==> config.mk <==
export PLATFORM = sky130hd
export DESIGN_NAME = bk_periph_top
export DESIGN_NICKNAME = d
export VERILOG_FILES = /design/src/verilog/bk_periph_pkg.sv /design/src/verilog/periph_bus_if.sv /design/src/verilog/ce_timer.sv /design/src/verilog/bus_cycle_fsm.sv /design/src/verilog/sys_register.sv /design/src/verilog/mouse_port.sv /design/src/verilog/covox_audio.sv /design/src/verilog/bk_periph_top.sv
export SDC_FILE = /design/constraint.sdc
export NUM_CORES = 1
export LEC_CHECK = 0
export BUFFER_PORTS_ARGS = -buffer_cell sky130_fd_sc_hd__buf_2
export CORE_AREA = 2 2 60 119
export CTS_CLUSTER_SIZE = 28
export DETAILED_ROUTE_END_ITERATION = 8
export DIE_AREA = 0 0 62 121
export PLACE_DENSITY = 0.74
export SLEW_MARGIN = 30
export SYNTH_ARGS = -nofsm -noshare
export SYNTH_HDL_FRONTEND = slang
export SYNTH_SLANG_ARGS = --single-unit
==> constraint.sdc <==
create_clock -name clk_sys -period 1.7 [get_ports clk_sys]
set_input_delay 0.17 -clock clk_sys [delete_from_list [all_inputs] [get_ports clk_sys]]
set_output_delay 0.17 -clock clk_sys [all_outputs]
set_load 0.02 [all_outputs]
==> src/verilog/bk_periph_pkg.sv <==
////////////////////
// Bus, clock divider, register and audio constants for the BK0011M peripheral front end
////////////////////
`default_nettype none

package bk_periph_pkg;

	typedef logic [15:0] word_t;

	// Bit 1 enables the high byte
	typedef logic [1:0] byte_lane_t;

	////////////////////
	// CPU clock enables
	localparam int CPU_DIV_BK0011  = 23;
	localparam int CPU_DIV_BK0010  = 31;
	localparam int CPU_HALF_BK0011 = 12;
	localparam int CPU_HALF_BK0010 = 16;

	// Write reply delay in bus ticks
	localparam int WRITE_DELAY_BK0011 = 2;

	// Start page reported at 177716, octal 200
	localparam logic [7:0] START_ADDR = 8'o200;

	////////////////////
	// Audio and mouse
	localparam int SPK_SHIFT_MIX    = 5;
	localparam int SPK_SHIFT_SOLO   = 7;
	localparam int AUDIO_PAD        = 6;
	localparam int MOUSE_THRESH_POS = 3;
	localparam int MOUSE_THRESH_NEG = 2;

endpackage

`default_nettype wire

==> src/verilog/periph_bus_if.sv <==
////////////////////
// Decoded write cycle, no handshake; targets sample data on write_pulse
////////////////////
`timescale 1ns/1ps
`default_nettype none

interface periph_bus_if;

	bk_periph_pkg::word_t      wdata;
	bk_periph_pkg::byte_lane_t lanes;
	logic                      sys_sel;
	logic                      port_sel;

	// One-clock pulses from the cycle sequencer
	logic write_pulse;
	logic access_start;

	modport master (
		output wdata,
		output lanes,
		output sys_sel,
		output port_sel,
		output write_pulse,
		output access_start
	);

	modport target (
		input wdata,
		input lanes,
		input sys_sel,
		input port_sel,
		input write_pulse,
		input access_start
	);

endinterface

`default_nettype wire

==> src/verilog/ce_timer.sv <==
////////////////////
// Turbo changes only at a terminal count outside a bus cycle
////////////////////
`timescale 1ns/1ps
`default_nettype none

module ce_timer #(
	parameter int DIV_11  = bk_periph_pkg::CPU_DIV_BK0011,
	parameter int DIV_10  = bk_periph_pkg::CPU_DIV_BK0010,
	parameter int HALF_11 = bk_periph_pkg::CPU_HALF_BK0011,
	parameter int HALF_10 = bk_periph_pkg::CPU_HALF_BK0010
) (
	input  logic clk_sys,
	input  logic rst,
	input  logic bk0010,
	input  logic turbo_req,
	input  logic bus_sync,
	output logic ce_cpu_p,
	output logic ce_cpu_n,
	output logic ce_bus_2
);

	logic [4:0] cpu_div;
	logic       turbo;
	logic [4:0] term_cnt;
	logic [4:0] half_cnt;

	// Turbo halves both the period and the negative phase position
	assign term_cnt = (bk0010 ? 5'(DIV_10) : 5'(DIV_11)) >> turbo;
	assign half_cnt = (bk0010 ? 5'(HALF_10) : 5'(HALF_11)) >> turbo;

	always_ff @(posedge clk_sys) begin
		if (rst) begin
			cpu_div  <= '0;
			turbo    <= 1'b0;
			ce_cpu_p <= 1'b0;
			ce_cpu_n <= 1'b0;
			ce_bus_2 <= 1'b0;
		end else begin
			cpu_div <= cpu_div + 5'd1;
			if (cpu_div == term_cnt) begin
				cpu_div <= '0;
				if (!bus_sync)
					turbo <= turbo_req;
			end
			ce_cpu_p <= (cpu_div == 5'd0);
			ce_cpu_n <= (cpu_div == half_cnt);
			// Bus tick trails the CPU phase by one clock
			ce_bus_2 <= ce_cpu_p;
		end
	end

endmodule

`default_nettype wire

==> src/verilog/bus_cycle_fsm.sv <==
////////////////////
// BK0011 write reply waits WRITE_DELAY bus ticks, BK0010 replies at once
////////////////////
`timescale 1ns/1ps
`default_nettype none

module bus_cycle_fsm #(
	parameter int WRITE_DELAY = bk_periph_pkg::WRITE_DELAY_BK0011
) (
	input  logic                      clk_sys,
	input  logic                      rst,
	input  logic                      ce_bus_2,
	input  logic                      bk0010,
	input  logic                      dout_req,
	input  logic                      din_stb,
	input  logic                      bus_we,
	input  logic                      sys_sel,
	input  logic                      port_sel,
	input  bk_periph_pkg::word_t      wdata,
	input  bk_periph_pkg::byte_lane_t lanes,
	output logic                      dout_ack,
	periph_bus_if.master              bus
);

	localparam int CW = (WRITE_DELAY > 1) ? $clog2(WRITE_DELAY) : 1;

	typedef enum logic [1:0] {
		IDLE,
		DELAY,
		ACTIVE
	} state_t;

	state_t        state;
	logic [CW-1:0] tick_cnt;
	logic          stb;
	logic          stb_q;

	////////////////////
	// Write reply sequencing
	always_ff @(posedge clk_sys) begin
		if (rst) begin
			state    <= IDLE;
			tick_cnt <= '0;
		end else begin
			case (state)
				IDLE: begin
					tick_cnt <= '0;
					if (dout_req)
						state <= bk0010 ? ACTIVE : DELAY;
				end
				DELAY: begin
					if (!dout_req)
						state <= IDLE;
					else if (ce_bus_2) begin
						if (tick_cnt == CW'(WRITE_DELAY - 1))
							state <= ACTIVE;
						else
							tick_cnt <= tick_cnt + 1'b1;
					end
				end
				ACTIVE: begin
					// Held until the CPU drops its request
					if (!dout_req)
						state <= IDLE;
				end
				default: state <= IDLE;
			endcase
		end
	end

	assign dout_ack = (state == ACTIVE);

	////////////////////
	// Strobe edge pulses
	assign stb = dout_ack | din_stb;

	always_ff @(posedge clk_sys) begin
		if (rst) begin
			stb_q            <= 1'b0;
			bus.write_pulse  <= 1'b0;
			bus.access_start <= 1'b0;
		end else begin
			stb_q            <= stb;
			bus.write_pulse  <= stb & ~stb_q & bus_we;
			bus.access_start <= stb & ~stb_q & sys_sel;
		end
	end

	assign bus.wdata    = wdata;
	assign bus.lanes    = lanes;
	assign bus.sys_sel  = sys_sel;
	assign bus.port_sel = port_sel;

endmodule

`default_nettype wire

==> src/verilog/sys_register.sv <==
////////////////////
// Register 177716; rdata is zero when not selected
////////////////////
`timescale 1ns/1ps
`default_nettype none

module sys_register (
	input  logic                 clk_sys,
	input  logic                 rst,
	input  logic                 bk0010,
	input  logic                 key_down,
	input  logic                 key_stop,
	periph_bus_if.target         bus,
	output bk_periph_pkg::word_t rdata,
	output logic [2:0]           spk,
	output logic                 stop_irq
);

	logic sys_wr;
	logic key_stop_block;
	logic super_flg;

	assign sys_wr = bus.write_pulse & bus.sys_sel;

	always_ff @(posedge clk_sys) begin
		if (rst) begin
			spk            <= '0;
			key_stop_block <= 1'b0;
			super_flg      <= 1'b0;
		end else begin
			// write_pulse lines up with access_start, so it marks a write access
			if (bus.access_start)
				super_flg <= bus.write_pulse;
			// Speaker bits load unless bit 11 on the high lane selects the other function
			if (sys_wr && bus.lanes[0] && (!bus.lanes[1] || !bus.wdata[11]))
				spk <= {bus.wdata[6], bus.wdata[5], bus.wdata[2] & ~bk0010};
			if (sys_wr && bus.lanes[1] && !bus.wdata[11])
				key_stop_block <= bus.wdata[12];
		end
	end

	assign rdata = bus.sys_sel ?
		{bk_periph_pkg::START_ADDR, 1'b1, ~key_down, 3'b000, super_flg, 2'b00} : '0;

	assign stop_irq = key_stop & ~key_stop_block;

endmodule

`default_nettype wire

==> src/verilog/mouse_port.sv <==
////////////////////
// Port 177714 read source; mouse mode is ignored while Covox is on
////////////////////
`timescale 1ns/1ps
`default_nettype none

module mouse_port (
	input  logic                 clk_sys,
	input  logic                 rst,
	input  logic                 covox_en,
	input  bk_periph_pkg::word_t joystick,
	input  logic [24:0]          ps2_mouse,
	periph_bus_if.target         bus,
	output bk_periph_pkg::word_t rdata
);

	logic [8:0] pointer_dx;
	logic [8:0] pointer_dy;
	logic [6:0] mouse_state;
	logic       mouse_enable;
	logic       mouse_mode;
	logic       toggle_q;
	logic       mouse_wr;

	// Sign bits sit in the packet header byte
	assign pointer_dx = {ps2_mouse[4], ps2_mouse[15:8]};
	assign pointer_dy = {ps2_mouse[5], ps2_mouse[23:16]};

	assign mouse_wr = bus.write_pulse & bus.port_sel & bus.lanes[0] & ~covox_en;

	always_ff @(posedge clk_sys) begin
		if (rst) begin
			mouse_state  <= '0;
			mouse_enable <= 1'b0;
			mouse_mode   <= 1'b0;
			toggle_q     <= ps2_mouse[24];
		end else begin
			toggle_q <= ps2_mouse[24];
			if (|joystick)
				mouse_mode <= 1'b0;

			if (mouse_wr) begin
				mouse_enable <= bus.wdata[3];
				if (!bus.wdata[3])
					mouse_state[3:0] <= '0;
			end

			////////////////////
			// New mouse packet
			if (toggle_q != ps2_mouse[24]) begin
				mouse_state[6] <= ps2_mouse[1];
				mouse_state[5] <= ps2_mouse[0];
				mouse_mode     <= 1'b1;
				if (mouse_enable) begin
					// One direction per axis until software clears it
					if (!mouse_state[0] && !mouse_state[2]) begin
						if (!pointer_dy[8] && (pointer_dy > 9'(bk_periph_pkg::MOUSE_THRESH_POS)))
							mouse_state[0] <= 1'b1;
						if (pointer_dy[8] && (~pointer_dy > 9'(bk_periph_pkg::MOUSE_THRESH_NEG)))
							mouse_state[2] <= 1'b1;
					end
					if (!mouse_state[1] && !mouse_state[3]) begin
						if (!pointer_dx[8] && (pointer_dx > 9'(bk_periph_pkg::MOUSE_THRESH_POS)))
							mouse_state[1] <= 1'b1;
						if (pointer_dx[8] && (~pointer_dx > 9'(bk_periph_pkg::MOUSE_THRESH_NEG)))
							mouse_state[3] <= 1'b1;
					end
				end
			end
		end
	end

	always_comb begin
		rdata = '0;
		if (bus.port_sel)
			rdata = (mouse_mode && !covox_en) ? {9'd0, mouse_state} : joystick;
	end

endmodule

`default_nettype wire

==> src/verilog/covox_audio.sv <==
////////////////////
// Unsigned output; low port byte drives left, high byte drives right
////////////////////
`timescale 1ns/1ps
`default_nettype none

module covox_audio (
	input  logic                 clk_sys,
	input  logic                 rst,
	input  logic                 covox_en,
	input  logic [2:0]           spk,
	periph_bus_if.target         bus,
	output bk_periph_pkg::word_t audio_l,
	output bk_periph_pkg::word_t audio_r
);

	logic [15:0] covox_byte;

	always_ff @(posedge clk_sys) begin
		if (rst)
			covox_byte <= '0;
		else if (bus.write_pulse && bus.port_sel) begin
			if (bus.lanes[0])
				covox_byte[7:0] <= bus.wdata[7:0];
			if (bus.lanes[1])
				covox_byte[15:8] <= bus.wdata[15:8];
		end
	end

	// 10-bit channel mix with the speaker alone when Covox is off
	function automatic logic [9:0] mix(input logic [7:0] sample, input logic [2:0] spk_bits,
			input logic cov_on);
		logic [9:0] spk_mix;
		logic [9:0] spk_solo;
		spk_mix  = 10'(spk_bits) << bk_periph_pkg::SPK_SHIFT_MIX;
		spk_solo = 10'(spk_bits) << bk_periph_pkg::SPK_SHIFT_SOLO;
		return cov_on ? ({1'b0, sample, 1'b0} + spk_mix) : spk_solo;
	endfunction

	assign audio_l = {mix(covox_byte[7:0], spk, covox_en), {bk_periph_pkg::AUDIO_PAD{1'b0}}};
	assign audio_r = {mix(covox_byte[15:8], spk, covox_en), {bk_periph_pkg::AUDIO_PAD{1'b0}}};

endmodule

`default_nettype wire

==> src/verilog/bk_periph_top.sv <==
////////////////////
// Selects come decoded from the CPU; replies for them are generated inside the CPU
////////////////////
`timescale 1ns/1ps
`default_nettype none

module bk_periph_top (
	input  logic                      clk_sys,
	input  logic                      rst,
	input  logic                      bk0010,
	input  logic                      turbo_req,
	input  logic                      covox_en,
	input  logic                      bus_sync,
	input  logic                      dout_req,
	input  logic                      din_stb,
	input  logic                      bus_we,
	input  logic                      sys_sel,
	input  logic                      port_sel,
	input  bk_periph_pkg::word_t      bus_wdata,
	input  bk_periph_pkg::byte_lane_t bus_wtbt,
	input  logic                      key_down,
	input  logic                      key_stop,
	input  bk_periph_pkg::word_t      joystick,
	input  logic [24:0]               ps2_mouse,
	output logic                      ce_cpu_p,
	output logic                      ce_cpu_n,
	output logic                      dout_ack,
	output logic                      stop_irq,
	output bk_periph_pkg::word_t      bus_rdata,
	output bk_periph_pkg::word_t      audio_l,
	output bk_periph_pkg::word_t      audio_r
);

	logic                 ce_bus_2;
	logic [2:0]           spk;
	bk_periph_pkg::word_t sys_rdata;
	bk_periph_pkg::word_t port_rdata;

	periph_bus_if bus ();

	ce_timer #(
		.DIV_11  (bk_periph_pkg::CPU_DIV_BK0011),
		.DIV_10  (bk_periph_pkg::CPU_DIV_BK0010),
		.HALF_11 (bk_periph_pkg::CPU_HALF_BK0011),
		.HALF_10 (bk_periph_pkg::CPU_HALF_BK0010)
	) u_ce_timer (
		.clk_sys,
		.rst,
		.bk0010,
		.turbo_req,
		.bus_sync,
		.ce_cpu_p,
		.ce_cpu_n,
		.ce_bus_2
	);

	bus_cycle_fsm #(
		.WRITE_DELAY (bk_periph_pkg::WRITE_DELAY_BK0011)
	) u_bus_cycle_fsm (
		.clk_sys,
		.rst,
		.ce_bus_2,
		.bk0010,
		.dout_req,
		.din_stb,
		.bus_we,
		.sys_sel,
		.port_sel,
		.wdata    (bus_wdata),
		.lanes    (bus_wtbt),
		.dout_ack,
		.bus      (bus.master)
	);

	sys_register u_sys_register (
		.clk_sys,
		.rst,
		.bk0010,
		.key_down,
		.key_stop,
		.bus      (bus.target),
		.rdata    (sys_rdata),
		.spk,
		.stop_irq
	);

	mouse_port u_mouse_port (
		.clk_sys,
		.rst,
		.covox_en,
		.joystick,
		.ps2_mouse,
		.bus       (bus.target),
		.rdata     (port_rdata)
	);

	covox_audio u_covox_audio (
		.clk_sys,
		.rst,
		.covox_en,
		.spk,
		.bus      (bus.target),
		.audio_l,
		.audio_r
	);

	// Unselected sources return zero, so a plain OR merges them
	always_ff @(posedge clk_sys)
		bus_rdata <= sys_rdata | port_rdata;

endmodule

`default_nettype wire

# Word-level counts from Yosys, hierarchy flattened
# Index checks and enable logic that the tools add are counted.
# Widths: inputs -> output; s select.
# word_totals
register_bits,61
out_inout_bits,52
elab_cells,126
# op_classes
addsub,4
n_lt_le_gt_ge,4
n_eq_ne,11
shifts,2
muxes,32
bitwise,19
reduce_logical,33
# ops
op,count
$mux 16,3
$gt 9x2->1 const B,4
$add 9x8->10,2
$mux 10,2
$mux 4,5
$not 9->9,2
$or 16x16->16,1
$reduce_or 16->1,1
$mux 1,13
$logic_and 1x1->1,12
$mux 2,6
$eq 5x5->1,2
$shr 5x1->5,2
$and 1x1->1,9
$logic_not 1->1,9
$ne 2x2->1 const B,4
$not 1->1,6
$pmux 2 s3,1
$reduce_and 2->1,3
$add 5x1->5 const B,1
$logic_not 5->1,1
$mux 5,1
$reduce_and 4->1,1
$reduce_bool 2->1,2
12 further kinds,12

# Depth between registers and ports, before layout
# logic_depth
word_depth,8
mapped_depth,5

# Cells and area by module
# From an unflattened synthesis, not the netlist that was laid out.
# unflattened
hier_cells,370
area_unflattened_um2,3385.7
# by_module_without_submodules
module,n_inst,cells_each,area_each_um2
covox_audio,1,124,1089.8
mouse_port,1,74,603.1
ce_timer,1,54,533.0
bk_periph_top,1,32,420.4
bus_cycle_fsm,1,45,404.1
sys_register,1,41,335.3

# Worst setup path before layout
# Ideal clock, no wire load.
# synth_path
path_type,flip-flop to output port
startpoint,register u_sys_register.spk[0]
endpoint,output port audio_r[13]
arrival_time_ns,1.424
t_required_ns,1.530
path_slack_ns,0.106
stages_incl_launch_ff,5
path_buffers,0
path_cell_list,dfxtp_1 > ha_1 > fa_1 > xnor2_1 > a21oi_1
# synth_between
elab_chain_len,2
# synth_rtl
element,line_no,text
from (decl),sys_register.sv:15,"output logic [2:0] spk,"
from (signal assigned),sys_register.sv:36,"spk <= {bus.wdata[6], bus.wdata[5], bus.wdata[2] & ~bk0010};"
$add 9x8->10,covox_audio.sv:37,"return cov_on ? ({1'b0, sample, 1'b0} + spk_mix) : spk_solo;"
$mux 10 *,covox_audio.sv:37,
to (decl),bk_periph_top.sv:31,output bk_periph_pkg::word_t audio_r
# Mark *: on every way between the ends. The rest lies on a longest branch, timed or not.

# Worst setup path in the final report
# layout_path
startpoint,register u_sys_register.spk[0]
endpoint,output port audio_l[13]
# layout_between
elab_chain_len,2
# layout_rtl
element,line_no,text
$add 9x8->10,covox_audio.sv:37,
$mux 10 *,covox_audio.sv:37,
to (decl),bk_periph_top.sv:30,"output bk_periph_pkg::word_t audio_l,"
# Marks and branches as above.

==> results.sh <==
export IMPL_clk_pin_slew_ns=0.05
export IMPL_grt_pass1_wl_mm=11.2
export IMPL_status="finished with violations"
export IMPL_place_inst=498
export IMPL_synth_area_um2=2880
export IMPL_routedWlPerCell_um=13.8
export IMPL_nets=509
export IMPL_min_path_type="in2reg"
export IMPL_setup_viol_count_final=8
export IMPL_cts_buffers=9
export IMPL_initial_core_util=0.439
export IMPL_synth_edff_count=0
export IMPL_synth_top_area_frac=0.423
export IMPL_die_w_um=62
export IMPL_critPathMaxFanout=4
export IMPL_p_leak_nw=1.87
export IMPL_die_y_um=121
export IMPL_p_total_mw=3.69
export IMPL_gp_congestion=0.823
export IMPL_ant_nets=0
export IMPL_ys_warn_count=0
export IMPL_critical_path_class="reg2out"
export IMPL_endpoint_kind="output port"
export IMPL_synth_cells=315
export IMPL_drive_gt1_frac=0.336
export IMPL_synth_seq_cells=61
export IMPL_async_flop_share=0
export IMPL_core_area_um2=6570
export IMPL_cp_start_kind="register"
export IMPL_grt_pass1_vias=2668
export IMPL_dp_slack_ns=0.0719
export IMPL_grt_use_total=0.203
export IMPL_synthTopCellsByArea="dfxtp_1 42%, mux2i_1 6.6%, ha_1 5.2%"
export IMPL_setup_ws_ns=-0.156
export IMPL_slew_headroom=0.605
export IMPL_routed_wl_mm=7.13
export IMPL_period_share=1.09
export IMPL_maxCapViolations=0
export IMPL_ys_types=43
export IMPL_fmax_mhz=539
export IMPL_finalCriticalPeriod_ns=1.86
export IMPL_drtIter0Drc=70
export IMPL_yosysSeqAreaShare=0.423
export IMPL_tightest_slew_ns=0.593
export IMPL_io_buffers=105
export IMPL_cts_tree="built"
export IMPL_avgViaCountPerCell=4.92
export IMPL_dp_hpwl_mm=5.53
export IMPL_required_ns=1.53
export IMPL_clock_latency_ns=0.32
export IMPL_multi_input_area_um2=1570
export IMPL_seq_area_um2=1230
export IMPL_firstDrtPassIters=5
export IMPL_synthToLayoutAreaGrowth_pct=33.6
export IMPL_ys_top_cells_by_count="61 x dfxtp_1, 27 x nor2_1, 24 x nand2_1"
export IMPL_row_count=42
export IMPL_maxSlewViolCount=0
export IMPL_power_density_nw_per_um2=959
export IMPL_num_antenna_cells=0
export IMPL_final_cells=516
export IMPL_violations="setup timing"
export IMPL_fp_dieArea_um2=7500
export IMPL_worstPathArrival_ns=1.69
export IMPL_ir_worst_vdd_v=0.000734
export IMPL_clockBufferDepth=2
export IMPL_antenna_found_initial=0
export IMPL_yosysMostFrequentCell="dfxtp_1"
export IMPL_rsz0062_at_grt="true"
export IMPL_yosysTopAreaCell="dfxtp_1"
export IMPL_skew_ns=0.00555
export IMPL_grt_ovfl_total=0
export IMPL_yosys_most_used_dff="dfxtp_1"
export IMPL_ioPinCount=124
export IMPL_vias=2538
export IMPL_cts_sinks=61
export IMPL_fin_tns_setup_ns=-0.672
export IMPL_avgSynthCellArea_um2=9.16
export IMPL_fillerInstances=612
export IMPL_grt_max_degree=22
export IMPL_hold_viol_final=0
export IMPL_cts_root_buffer="clkbuf_16"
export IMPL_htree_levels=3
export IMPL_drc_errors=0
flip-flops by register name, indices dropped and copies added (netlist names):
register,count
bus_rdata,16
u_bus_cycle_fsm.bus.access_start,1
u_bus_cycle_fsm.bus.write_pulse,1
u_bus_cycle_fsm.state,2
u_bus_cycle_fsm.stb_q,1
u_bus_cycle_fsm.tick_cnt,1
u_ce_timer.ce_bus_2,1
u_ce_timer.ce_cpu_n,1
u_ce_timer.ce_cpu_p,1
u_ce_timer.cpu_div,5
u_ce_timer.turbo,1
u_covox_audio.covox_byte,16
u_mouse_port.mouse_enable,1
u_mouse_port.mouse_mode,1
u_mouse_port.mouse_state,6
u_mouse_port.toggle_q,1
u_sys_register.key_stop_block,1
u_sys_register.spk,3
u_sys_register.super_flg,1
what timing repair did:
action,CTS,global route
hold endpoints to repair,1,0
setup endpoints to repair,8,8
setup buffers,1,0
hold buffers,1,0
pin swaps,3,4
gates resized for setup,22,5
worst max-delay path, stage by stage, from the launching register on:
cell,delay [ns]
dfxtp_2,0.35
ha_2,0.20
fa_2,0.36
xnor2_1,0.14
a21oi_1,0.16
buf_4,0.16
metrics by stage:
step | area, µm² | util | hold WS [ns]
2_1_floorplan | 2930 | - | 0.198
5_1_grt | 3850 | 0.586 | 0.0527
3_3_place_gp | 3430 | 0.522 | 0.301
6_report | 3850 | 0.586 | 0.0655
3_5_place_dp | 3430 | 0.522 | 0.306
4_1_cts | 3830 | 0.582 | 0.0485
layout by cell type (no fill, tap or decap), types with 5 or more instances in the layout:
master / count
buf_2: 99
dfxtp_1: 58
nor2_1: 27
nand2_1: 24
a21oi_1: 19
mux2i_1: 19
and2_1: 14
conb_1: 14
nand3_1: 12
inv_1: 11
and3_1: 10
nor4_1: 9
clkbuf_16: 9
xnor2_1: 8
ha_1: 8
o21ai_0: 7
buf_4: 7
nor2b_1: 6
nand2b_1: 5
final cells by class:
type                            count  share of cell area
Clock buffer                       10              0.0620
Clock inverter                      6              0.0162
Inverter                           11              0.0107
Multi-Input combinational cell    229               0.407
Sequential cell                    61               0.319
Tap cell                           88              0.0286
Timing Repair Buffer              111               0.157
path summary, 6_finish.rpt:
check	start	end	slack, ns	depth (start not counted)
worst max register to register	u_ce_timer.turbo	u_ce_timer.cpu_div[4]	0.21	5
worst max-delay path	u_sys_register.spk[0]	audio_l[13]	-0.16	5
worst min-delay path	key_down	bus_rdata[6]	0.07	2
worst min register to register	u_bus_cycle_fsm.stb_q	u_bus_cycle_fsm.bus.access_start	0.42	1
cell families (layout without fill, tap and decap cells):
logic type / after synthesis / after routing / synth area share
compound gates: 47 / 47 / 0.108
xor+xnor: 13 / 13 / 0.0421
fa+ha+maj: 14 / 14 / 0.0659
buf+inv: 38 / 138 / 0.0733
flops: 61 / 61 / 0.423
mux: 19 / 19 / 0.0659
other cells: 1 / 14 / 0.00130
simple gates: 122 / 122 / 0.220
per-layer routing:
metal  vias to the layer above  part of all wire  global-route usage
li1                       1274                 -                   -
met1                      1175              0.35               0.178
met2                        70              0.57               0.382
met3                        19             0.044              0.0416
met4                         0             0.037               0.124
met5                         -                 0                   0
report_power, final:
group / switching [mW] / leakage, nW / internal [mW]
logic: 0.232 / 1.23 / 0.161
registers: 0.0319 / 0.501 / 1.48
clock network: 0.618 / 0.140 / 1.17
total: 0.882 / 1.87 / 2.81
Note: power is estimated with default switching activity, not from simulation.
